**config.mk**
```make
export PLATFORM = sky130hd
export DESIGN_NAME = noc_mesh
export DESIGN_NICKNAME = d
export VERILOG_FILES = /design/src/noc_msg_pkg.sv /design/src/noc_route_pkg.sv /design/src/msg_fifo.sv /design/src/noc_router.sv /design/src/noc_mesh.sv
export VERILOG_INCLUDE_DIRS = /design/src
export SDC_FILE = /design/constraint.sdc
export NUM_CORES = 1
export LEC_CHECK = 0
export BUFFER_PORTS_ARGS = -buffer_cell sky130_fd_sc_hd__buf_2
export CORE_ASPECT_RATIO = 1.5
export CORE_MARGIN = 2
export CORE_UTILIZATION = 61
export CTS_BUF_LIST = sky130_fd_sc_hd__clkbuf_4 sky130_fd_sc_hd__clkbuf_8
export CTS_CLUSTER_DIAMETER = 80
export DETAILED_ROUTE_END_ITERATION = 16
export GPL_TIMING_DRIVEN = 1
export HOLD_SLACK_MARGIN = 0.08
export PLACE_DENSITY_LB_ADDON = 0.05
export SETUP_SLACK_MARGIN = 0.3
export SLEW_MARGIN = 20
export SYNTH_ARGS = -nofsm -noshare
export SYNTH_HDL_FRONTEND = slang
export SYNTH_HIERARCHICAL = 1
export SYNTH_SLANG_ARGS = --single-unit
```
**constraint.sdc**
```tcl
create_clock -name clk -period 7.3 [get_ports clk]
set_clock_uncertainty 0.1 [all_clocks]
set_input_delay 0.365 -clock clk [delete_from_list [all_inputs] [get_ports clk]]
set_output_delay 0.365 -clock clk [all_outputs]
set_load 0.03 [all_outputs]
```
**src/noc_consts.svh**
```systemverilog
`ifndef NOC_CONSTS_SVH
`define NOC_CONSTS_SVH

// ~~~~~~~~~~~~~~~~~~~~~~~~~~~~~~~~~~~~~~~~~~~~~~~~~~~~~~~~~~~~~~~~~~~~~~~~~~
// mesh geometry and message field widths
// ~~~~~~~~~~~~~~~~~~~~~~~~~~~~~~~~~~~~~~~~~~~~~~~~~~~~~~~~~~~~~~~~~~~~~~~~~~

`define NOC_COORD_WIDTH 2     // all ones (3) lies outside the grid and marks broadcast

`define NOC_PAYLOAD_WIDTH 16

`define NOC_FIFO_DEPTH 4      // entries per router input port

`define NOC_MESH_ROWS 2

`define NOC_MESH_COLS 2

`endif

```
**src/noc_msg_pkg.sv**
```systemverilog
`include "noc_consts.svh"

package noc_msg_pkg;

  // ~~~~~~~~~~~~~~~~~~~~~~~~~~~~~~~~~~~~~~~~~~~~~~~~~~~~~~~~~~~~~~~~~~~~~~~~
  // message kind, carried end to end but never looked at by the routers
  // ~~~~~~~~~~~~~~~~~~~~~~~~~~~~~~~~~~~~~~~~~~~~~~~~~~~~~~~~~~~~~~~~~~~~~~~~

  typedef enum logic [1:0] {
    MSG_DATA = 2'd0,
    MSG_REQ  = 2'd1,
    MSG_RESP = 2'd2,
    MSG_CTRL = 2'd3
  } msg_kind_t;

  // ~~~~~~~~~~~~~~~~~~~~~~~~~~~~~~~~~~~~~~~~~~~~~~~~~~~~~~~~~~~~~~~~~~~~~~~~
  // packed message, destination in the top bits
  // ~~~~~~~~~~~~~~~~~~~~~~~~~~~~~~~~~~~~~~~~~~~~~~~~~~~~~~~~~~~~~~~~~~~~~~~~

  typedef struct packed {
    logic [`NOC_COORD_WIDTH-1:0]   dest_row;   // all ones in both dest fields means broadcast
    logic [`NOC_COORD_WIDTH-1:0]   dest_col;
    logic [`NOC_COORD_WIDTH-1:0]   src_row;
    logic [`NOC_COORD_WIDTH-1:0]   src_col;
    msg_kind_t                     kind;
    logic [`NOC_PAYLOAD_WIDTH-1:0] payload;
  } noc_msg_t;

endpackage

```
**src/noc_route_pkg.sv**
```systemverilog
`include "noc_consts.svh"

package noc_route_pkg;

  typedef logic [`NOC_COORD_WIDTH-1:0] coord_t;

  // enum order is also the fixed selection priority
  typedef enum logic [2:0] {
    DIR_SELF  = 3'd0,
    DIR_NORTH = 3'd1,   // row minus one
    DIR_SOUTH = 3'd2,
    DIR_EAST  = 3'd3,
    DIR_WEST  = 3'd4    // column minus one
  } port_dir_t;

  // one-hop broadcast is flagged by all ones in both coordinates
  function automatic logic is_bcast(input coord_t row, input coord_t col);
    return (&row) && (&col);
  endfunction

endpackage

```
**src/msg_fifo.sv**
```systemverilog
`timescale 1ns/1ps
`include "noc_consts.svh"

module msg_fifo #(
  parameter int DEPTH = `NOC_FIFO_DEPTH
) (
  input  logic                  clk,
  input  logic                  rst_n,
  input  noc_msg_pkg::noc_msg_t wr_data,
  input  logic                  wr_en,
  input  logic                  pop,
  output noc_msg_pkg::noc_msg_t rd_data,
  output logic                  full,
  output logic                  empty
);

  localparam int PTR_W = (DEPTH > 1) ? $clog2(DEPTH) : 1;
  localparam int CNT_W = $clog2(DEPTH + 1);

  noc_msg_pkg::noc_msg_t mem [DEPTH];

  logic [PTR_W-1:0] wr_ptr;
  logic [PTR_W-1:0] rd_ptr;
  logic [CNT_W-1:0] count;

  // wrap by compare so DEPTH need not be a power of two
  function automatic logic [PTR_W-1:0] ptr_next(input logic [PTR_W-1:0] p);
    return (p == PTR_W'(DEPTH - 1)) ? '0 : p + 1'b1;
  endfunction

  assign rd_data = mem[rd_ptr];              // head is always visible
  assign empty   = (count == '0);
  assign full    = (count == CNT_W'(DEPTH));

  always_ff @(posedge clk) begin
    if (wr_en) begin
      mem[wr_ptr] <= wr_data;
    end
  end

  always_ff @(posedge clk) begin
    if (!rst_n) begin
      wr_ptr <= '0;
      rd_ptr <= '0;
      count  <= '0;
    end else begin
      if (wr_en) begin
        wr_ptr <= ptr_next(wr_ptr);
      end
      if (pop) begin
        rd_ptr <= ptr_next(rd_ptr);
      end
      case ({wr_en, pop})
        2'b10:   count <= count + 1'b1;
        2'b01:   count <= count - 1'b1;
        default: count <= count;         // both or neither leave occupancy unchanged
      endcase
    end
  end

  // ~~~~~~~~~~~~~~~~~~~~~~~~~~~~~~~~~~~~~~~~~~~~~~~~~~~~~~~~~~~~~~~~~~~~~~~~
  // the router owns the handshakes, so these guard its side of the contract
  // ~~~~~~~~~~~~~~~~~~~~~~~~~~~~~~~~~~~~~~~~~~~~~~~~~~~~~~~~~~~~~~~~~~~~~~~~

  a_no_pop_empty: assert property (
    @(posedge clk) disable iff (!rst_n) pop |-> !empty
  );

  a_no_write_full: assert property (
    @(posedge clk) disable iff (!rst_n) wr_en |-> !full
  );

endmodule

```
**src/noc_router.sv**
```systemverilog
`timescale 1ns/1ps
`include "noc_consts.svh"

module noc_router (
  input  logic                  clk,
  input  logic                  rst_n,
  input  noc_route_pkg::coord_t row_id,
  input  noc_route_pkg::coord_t col_id,

  input  noc_msg_pkg::noc_msg_t in_self_value,
  input  logic                  in_self_valid,
  output logic                  in_self_ready,
  input  noc_msg_pkg::noc_msg_t in_north_value,
  input  logic                  in_north_valid,
  output logic                  in_north_ready,
  input  noc_msg_pkg::noc_msg_t in_south_value,
  input  logic                  in_south_valid,
  output logic                  in_south_ready,
  input  noc_msg_pkg::noc_msg_t in_east_value,
  input  logic                  in_east_valid,
  output logic                  in_east_ready,
  input  noc_msg_pkg::noc_msg_t in_west_value,
  input  logic                  in_west_valid,
  output logic                  in_west_ready,

  output noc_msg_pkg::noc_msg_t out_self_value,
  output logic                  out_self_valid,
  input  logic                  out_self_ready,
  output noc_msg_pkg::noc_msg_t out_north_value,
  output logic                  out_north_valid,
  input  logic                  out_north_ready,
  output noc_msg_pkg::noc_msg_t out_south_value,
  output logic                  out_south_valid,
  input  logic                  out_south_ready,
  output noc_msg_pkg::noc_msg_t out_east_value,
  output logic                  out_east_valid,
  input  logic                  out_east_ready,
  output noc_msg_pkg::noc_msg_t out_west_value,
  output logic                  out_west_valid,
  input  logic                  out_west_ready
);

  localparam int NUM_PORTS = 5;

  noc_msg_pkg::noc_msg_t in_value   [NUM_PORTS];
  noc_msg_pkg::noc_msg_t head_value [NUM_PORTS];

  logic [NUM_PORTS-1:0] in_valid;
  logic [NUM_PORTS-1:0] wr_en;
  logic [NUM_PORTS-1:0] pop;
  logic [NUM_PORTS-1:0] full;
  logic [NUM_PORTS-1:0] empty;
  logic [NUM_PORTS-1:0] out_ready;
  logic [NUM_PORTS-1:0] out_valid;

  noc_route_pkg::port_dir_t sel_dir;
  noc_route_pkg::port_dir_t route_dir;
  noc_msg_pkg::noc_msg_t    head;

  logic sel_valid;
  logic bcast;
  logic nbr_ready;
  logic fire;

  // copy of a message with a new destination, everything else kept
  function automatic noc_msg_pkg::noc_msg_t retarget(
    input noc_msg_pkg::noc_msg_t msg,
    input noc_route_pkg::coord_t row,
    input noc_route_pkg::coord_t col
  );
    noc_msg_pkg::noc_msg_t copy;
    copy          = msg;
    copy.dest_row = row;
    copy.dest_col = col;
    return copy;
  endfunction

  // ~~~~~~~~~~~~~~~~~~~~~~~~~~~~~~~~~~~~~~~~~~~~~~~~~~~~~~~~~~~~~~~~~~~~~~~~
  // input buffering, vectors are indexed by port_dir_t
  // ~~~~~~~~~~~~~~~~~~~~~~~~~~~~~~~~~~~~~~~~~~~~~~~~~~~~~~~~~~~~~~~~~~~~~~~~

  assign in_value = '{in_self_value, in_north_value, in_south_value,
                      in_east_value, in_west_value};
  assign in_valid = {in_west_valid, in_east_valid, in_south_valid,
                     in_north_valid, in_self_valid};

  assign {in_west_ready, in_east_ready, in_south_ready,
          in_north_ready, in_self_ready} = ~full;       // ready never looks at valid

  assign wr_en = in_valid & ~full;

  for (genvar i = 0; i < NUM_PORTS; i++) begin : g_fifo
    msg_fifo #(
      .DEPTH (`NOC_FIFO_DEPTH)
    ) u_fifo (
      .clk     (clk),
      .rst_n   (rst_n),
      .wr_data (in_value[i]),
      .wr_en   (wr_en[i]),
      .pop     (pop[i]),
      .rd_data (head_value[i]),
      .full    (full[i]),
      .empty   (empty[i])
    );
  end

  // ~~~~~~~~~~~~~~~~~~~~~~~~~~~~~~~~~~~~~~~~~~~~~~~~~~~~~~~~~~~~~~~~~~~~~~~~
  // fixed-priority pick and XY routing
  // ~~~~~~~~~~~~~~~~~~~~~~~~~~~~~~~~~~~~~~~~~~~~~~~~~~~~~~~~~~~~~~~~~~~~~~~~

  always_comb begin
    sel_valid = 1'b0;
    sel_dir   = noc_route_pkg::DIR_SELF;
    for (int i = NUM_PORTS - 1; i >= 0; i--) begin   // lowest index wins, so scan downwards
      if (!empty[i]) begin
        sel_valid = 1'b1;
        sel_dir   = noc_route_pkg::port_dir_t'(i);
      end
    end
  end

  assign head = head_value[sel_dir];

  assign bcast     = noc_route_pkg::is_bcast(head.dest_row, head.dest_col);
  assign nbr_ready = out_north_ready & out_south_ready & out_east_ready & out_west_ready;

  always_comb begin
    if (head.dest_row == row_id && head.dest_col == col_id) begin
      route_dir = noc_route_pkg::DIR_SELF;
    end else if (head.dest_row < row_id) begin
      route_dir = noc_route_pkg::DIR_NORTH;          // row is corrected first
    end else if (head.dest_row > row_id) begin
      route_dir = noc_route_pkg::DIR_SOUTH;
    end else if (head.dest_col > col_id) begin
      route_dir = noc_route_pkg::DIR_EAST;
    end else begin
      route_dir = noc_route_pkg::DIR_WEST;
    end
  end

  assign out_ready = {out_west_ready, out_east_ready, out_south_ready,
                      out_north_ready, out_self_ready};

  always_comb begin
    out_valid = '0;
    fire      = 1'b0;
    if (sel_valid) begin
      if (bcast) begin
        if (nbr_ready) begin                           // all four copies leave together
          out_valid[noc_route_pkg::DIR_NORTH] = 1'b1;
          out_valid[noc_route_pkg::DIR_SOUTH] = 1'b1;
          out_valid[noc_route_pkg::DIR_EAST]  = 1'b1;
          out_valid[noc_route_pkg::DIR_WEST]  = 1'b1;
        end
        fire = nbr_ready;
      end else begin
        out_valid[route_dir] = 1'b1;
        fire                 = out_ready[route_dir];
      end
    end
  end

  always_comb begin
    pop = '0;
    if (fire) begin
      pop[sel_dir] = 1'b1;                             // head pops on the transfer edge
    end
  end

  assign {out_west_valid, out_east_valid, out_south_valid,
          out_north_valid, out_self_valid} = out_valid;

  // broadcast copies carry the neighbour's own coordinates
  assign out_self_value  = head;
  assign out_north_value = bcast ?
    retarget(head, noc_route_pkg::coord_t'(row_id - 1'b1), col_id) : head;
  assign out_south_value = bcast ?
    retarget(head, noc_route_pkg::coord_t'(row_id + 1'b1), col_id) : head;
  assign out_east_value  = bcast ?
    retarget(head, row_id, noc_route_pkg::coord_t'(col_id + 1'b1)) : head;
  assign out_west_value  = bcast ?
    retarget(head, row_id, noc_route_pkg::coord_t'(col_id - 1'b1)) : head;

  // ~~~~~~~~~~~~~~~~~~~~~~~~~~~~~~~~~~~~~~~~~~~~~~~~~~~~~~~~~~~~~~~~~~~~~~~~
  // checks
  // ~~~~~~~~~~~~~~~~~~~~~~~~~~~~~~~~~~~~~~~~~~~~~~~~~~~~~~~~~~~~~~~~~~~~~~~~

  a_single_pop: assert property (
    @(posedge clk) disable iff (!rst_n) $onehot0(pop)
  );

  a_pop_selected: assert property (
    @(posedge clk) disable iff (!rst_n) (|pop) |-> ((pop & empty) == '0)
  );

  a_self_exclusive: assert property (
    @(posedge clk) disable iff (!rst_n)
    out_self_valid |-> !(out_north_valid || out_south_valid ||
                         out_east_valid || out_west_valid)
  );

endmodule

```
**src/noc_mesh.sv**
```systemverilog
`timescale 1ns/1ps
`include "noc_consts.svh"

module noc_mesh (
  input  logic                  clk,
  input  logic                  rst_n,
  input  noc_msg_pkg::noc_msg_t inject_value [`NOC_MESH_ROWS*`NOC_MESH_COLS],
  input  logic                  inject_valid [`NOC_MESH_ROWS*`NOC_MESH_COLS],
  output logic                  inject_ready [`NOC_MESH_ROWS*`NOC_MESH_COLS],
  output noc_msg_pkg::noc_msg_t eject_value  [`NOC_MESH_ROWS*`NOC_MESH_COLS],
  output logic                  eject_valid  [`NOC_MESH_ROWS*`NOC_MESH_COLS],
  input  logic                  eject_ready  [`NOC_MESH_ROWS*`NOC_MESH_COLS]
);

  localparam int ROWS  = `NOC_MESH_ROWS;
  localparam int COLS  = `NOC_MESH_COLS;
  localparam int NODES = ROWS * COLS;

  // router outputs per node, plus the ready each output sees
  noc_msg_pkg::noc_msg_t out_n_value [NODES];
  noc_msg_pkg::noc_msg_t out_s_value [NODES];
  noc_msg_pkg::noc_msg_t out_e_value [NODES];
  noc_msg_pkg::noc_msg_t out_w_value [NODES];
  logic                  out_n_valid [NODES];
  logic                  out_s_valid [NODES];
  logic                  out_e_valid [NODES];
  logic                  out_w_valid [NODES];
  logic                  out_n_ready [NODES];
  logic                  out_s_ready [NODES];
  logic                  out_e_ready [NODES];
  logic                  out_w_ready [NODES];

  // ready given back by each router input
  logic                  in_n_ready  [NODES];
  logic                  in_s_ready  [NODES];
  logic                  in_e_ready  [NODES];
  logic                  in_w_ready  [NODES];

  for (genvar r = 0; r < ROWS; r++) begin : g_row
    for (genvar c = 0; c < COLS; c++) begin : g_col
      localparam int IDX = r * COLS + c;

      noc_msg_pkg::noc_msg_t lnk_n_value;
      noc_msg_pkg::noc_msg_t lnk_s_value;
      noc_msg_pkg::noc_msg_t lnk_e_value;
      noc_msg_pkg::noc_msg_t lnk_w_value;
      logic                  lnk_n_valid;
      logic                  lnk_s_valid;
      logic                  lnk_e_valid;
      logic                  lnk_w_valid;

      // off-mesh outputs always accept and their copies vanish
      if (r > 0) begin : g_n
        assign lnk_n_value      = out_s_value[IDX-COLS];
        assign lnk_n_valid      = out_s_valid[IDX-COLS];
        assign out_n_ready[IDX] = in_s_ready[IDX-COLS];
      end else begin : g_n_edge
        assign lnk_n_value      = '0;
        assign lnk_n_valid      = 1'b0;
        assign out_n_ready[IDX] = 1'b1;
      end

      if (r < ROWS - 1) begin : g_s
        assign lnk_s_value      = out_n_value[IDX+COLS];
        assign lnk_s_valid      = out_n_valid[IDX+COLS];
        assign out_s_ready[IDX] = in_n_ready[IDX+COLS];
      end else begin : g_s_edge
        assign lnk_s_value      = '0;
        assign lnk_s_valid      = 1'b0;
        assign out_s_ready[IDX] = 1'b1;
      end

      if (c < COLS - 1) begin : g_e
        assign lnk_e_value      = out_w_value[IDX+1];
        assign lnk_e_valid      = out_w_valid[IDX+1];
        assign out_e_ready[IDX] = in_w_ready[IDX+1];
      end else begin : g_e_edge
        assign lnk_e_value      = '0;
        assign lnk_e_valid      = 1'b0;
        assign out_e_ready[IDX] = 1'b1;
      end

      if (c > 0) begin : g_w
        assign lnk_w_value      = out_e_value[IDX-1];
        assign lnk_w_valid      = out_e_valid[IDX-1];
        assign out_w_ready[IDX] = in_e_ready[IDX-1];
      end else begin : g_w_edge
        assign lnk_w_value      = '0;
        assign lnk_w_valid      = 1'b0;
        assign out_w_ready[IDX] = 1'b1;
      end

      noc_router u_router (
        .clk             (clk),
        .rst_n           (rst_n),
        .row_id          (noc_route_pkg::coord_t'(r)),
        .col_id          (noc_route_pkg::coord_t'(c)),
        .in_self_value   (inject_value[IDX]),
        .in_self_valid   (inject_valid[IDX]),
        .in_self_ready   (inject_ready[IDX]),
        .in_north_value  (lnk_n_value),
        .in_north_valid  (lnk_n_valid),
        .in_north_ready  (in_n_ready[IDX]),
        .in_south_value  (lnk_s_value),
        .in_south_valid  (lnk_s_valid),
        .in_south_ready  (in_s_ready[IDX]),
        .in_east_value   (lnk_e_value),
        .in_east_valid   (lnk_e_valid),
        .in_east_ready   (in_e_ready[IDX]),
        .in_west_value   (lnk_w_value),
        .in_west_valid   (lnk_w_valid),
        .in_west_ready   (in_w_ready[IDX]),
        .out_self_value  (eject_value[IDX]),
        .out_self_valid  (eject_valid[IDX]),
        .out_self_ready  (eject_ready[IDX]),
        .out_north_value (out_n_value[IDX]),
        .out_north_valid (out_n_valid[IDX]),
        .out_north_ready (out_n_ready[IDX]),
        .out_south_value (out_s_value[IDX]),
        .out_south_valid (out_s_valid[IDX]),
        .out_south_ready (out_s_ready[IDX]),
        .out_east_value  (out_e_value[IDX]),
        .out_east_valid  (out_e_valid[IDX]),
        .out_east_ready  (out_e_ready[IDX]),
        .out_west_value  (out_w_value[IDX]),
        .out_west_valid  (out_w_valid[IDX]),
        .out_west_ready  (out_w_ready[IDX])
      );
    end
  end

endmodule

```
==> metrics.csv <==
stage;metric;value;unit
clocking;post_cts_buffers;0;
placement;dpl.hpwl;149;mm
clocking;clockRootBuffer;clkbuf_8;
final_layout;area_growth;14.5;%
sta;finalSetupViolations;0;
outcome;status;finished clean;
sta;post-route-min-period;5.93;ns
floorplan;coreArea;150000;um2
grt;grt_util_all_layers;28.8;%
grt;overflow;0;
final_layout;final_area;105000;um2
sta;rsz0062_at_grt;false;
detailed_routing;via_per_inst;5.70;
floorplan;start_util;61.4;%
sta;slew_headroom;0.138;%
job;cap_violations;0;
sta;finalMaxSlewViolations;0;
power_and_ir_drop;peakVddDrop;0.336;mV
grt;grt_pass1_wl;314;mm
clocking;numCtsBuffers;339;
clocking;cts_hold_buf;216;
logic_synthesis;syn_area_per_cell;19.9;um2
clocking;cts_tree;built;
setup_path;cp_data_required_time;8.15;ns
floorplan;rows;174;
placement;gp_congestion;0.906;
min_path;hold_path_class;input port to flop;
detailed_routing;num_vias;46798;
clocking;cts_resized;0;
detailed_routing;drc;0;
floorplan;dieArea;154000;um2
setup_path;crit_path_end_kind;flop;
sta;tightest_slew;1.50;ns
grt;met2_usage;47.4;%
sta;fin_setup_tns;0;ns
floorplan;io_pins;226;
detailed_routing;wl;217;mm
grt;grt_pass1_vias;48020;
detailed_routing;avgRoutedWirePerCell;26.4;um
setup_path;cp-start-kind;flop;
floorplan;die_y;480;um
clocking;insertion_delay;1.04;ns
grt;grt_max_degree;78;
clocking;path_clk_slew;0.06;ns
detailed_routing;drt_iter0_markers;4375;
logic_synthesis;mappedNetlistArea;92100;um2
floorplan;chipWidth;321;um
sta;hold_viol;0;
power_and_ir_drop;power_density;470;nW/um2
power_and_ir_drop;leakage;37.0;nW
grt;met1_usage;35.4;%
detailed_routing;final_antenna_net_count;0;
logic_synthesis;synth_cells;4627;
grt;grt_busiest_layer;met2;
setup_path;crit_fanout;23;
grt;met3_usage;7.69;%
logic_synthesis;ys_warn_count;6;
sta;period_share;81.2;%
clocking;htree_levels;5;
grt;antenna_found_initial;8;
clocking;clockBufferDepth;4;
final_layout;nets;6305;
placement;port_buffers;225;
setup_path;arrival;6.77;ns
clocking;cts_num_sinks;2260;
placement;post_dp_cell_area;96800;um2
setup_path;path_class;flop to flop;
final_layout;drive_above_1_share;21.8;%
detailed_routing;dr.pass1.iters;9;
sta;max_freq;0.169;GHz
layout make-up:
class,count,area [um2]
inverters,167,627
clock inverters,99,577
repair buffers,575,4290
diodes,5,12.5
flip-flops and latches,2260,66100
well taps,1936,2420
multi-input cells,2692,25600
clock buffers,483,5920
fillers,9636,44500
power by group:
group	internal, mW	switching, mW
sequential	18.7	0.750
combinational	5.56	14.5
clock	5.40	4.59
placed cells by master (no fill, tap or decap), drive strengths merged, types with 10 or more instances in the layout:
cell         instances
nor3b               48
nand2b              12
o21a                32
a211oi              11
a21oi               52
xor2                24
o21ai              101
dlygate4sd3        216
a222oi              87
ha                 136
and2               128
clkbuf             483
a21boi              31
xnor2               24
mux4               520
and3b               10
or3                 22
o22ai               16
conb               905
a22oi               44
nand4               12
fa                  20
dfxtp              180
buf                359
nor2b              113
edfxtp            2080
clkinv              89
nand2               93
inv                167
nor2                43
mux2i               86
and3                24
nor3                26
routing by layer:
metal | vias to the layer above | routed length (um)
met5 | - | 23
met4 | 4 | 11900
met3 | 402 | 19000
met2 | 1873 | 107000
met1 | 24036 | 78900
li1 | 20483 | -
worst max-delay path, cell delays in order, from the launching register on:
cell	delay, ns
dfxtp_1	0.33
nor3_1	0.61
nand2b_1	0.31
a21o_1	0.15
buf_4	0.36
o2bb2ai_1	0.21
and2_1	0.29
ha_1	0.31
nor2b_1	0.18
a2bb2oi_1	0.14
o21a_1	0.10
o21ai_0	0.32
a21oi_1	0.12
a2111oi_1	0.85
ha_1	0.32
inv_1	0.07
fa_1	0.38
xor2_1	0.16
or3_1	0.31
a21boi_0	0.20
worst paths after layout:
kind	cells past startpoint	start	slack [ns]	endpoint
max	19	flop	1.37	flop
min	7	eject_ready[3]	0.27	flop
max reg2reg	19	flop	1.37	flop
min reg2reg	2	flop	0.41	flop
sequential cells by signal, summed over array words and instances, names as in the netlist, named ones only:
name	cells
g_row.g_col.u_router/g_fifo.u_fifo/count	60
g_row.g_col.u_router/g_fifo.u_fifo/mem	2080
g_row.g_col.u_router/g_fifo.u_fifo/rd_ptr	40
g_row.g_col.u_router/g_fifo.u_fifo/wr_ptr	40
per-stage QoR:
| step | total power [mW] | cells | util, % | setup slack, ns | hold WS, ns |
|---|---|---|---|---|---|
| floorplan | 33.0 | 5530 | - | 2.45 | 0.364 |
| global placement | 38.9 | 7413 | 64.5 | 1.78 | 0.390 |
| detailed placement | 39.3 | 7414 | 64.5 | 1.53 | 0.401 |
| CTS | 49.4 | 8212 | 70.3 | 1.51 | 0.159 |
| global route | 51.2 | 8214 | 70.3 | 0.891 | 0.283 |
| finish | 49.5 | 8217 | 70.3 | 1.37 | 0.271 |
No activity file was read; power rests on OpenSTA's default activity.
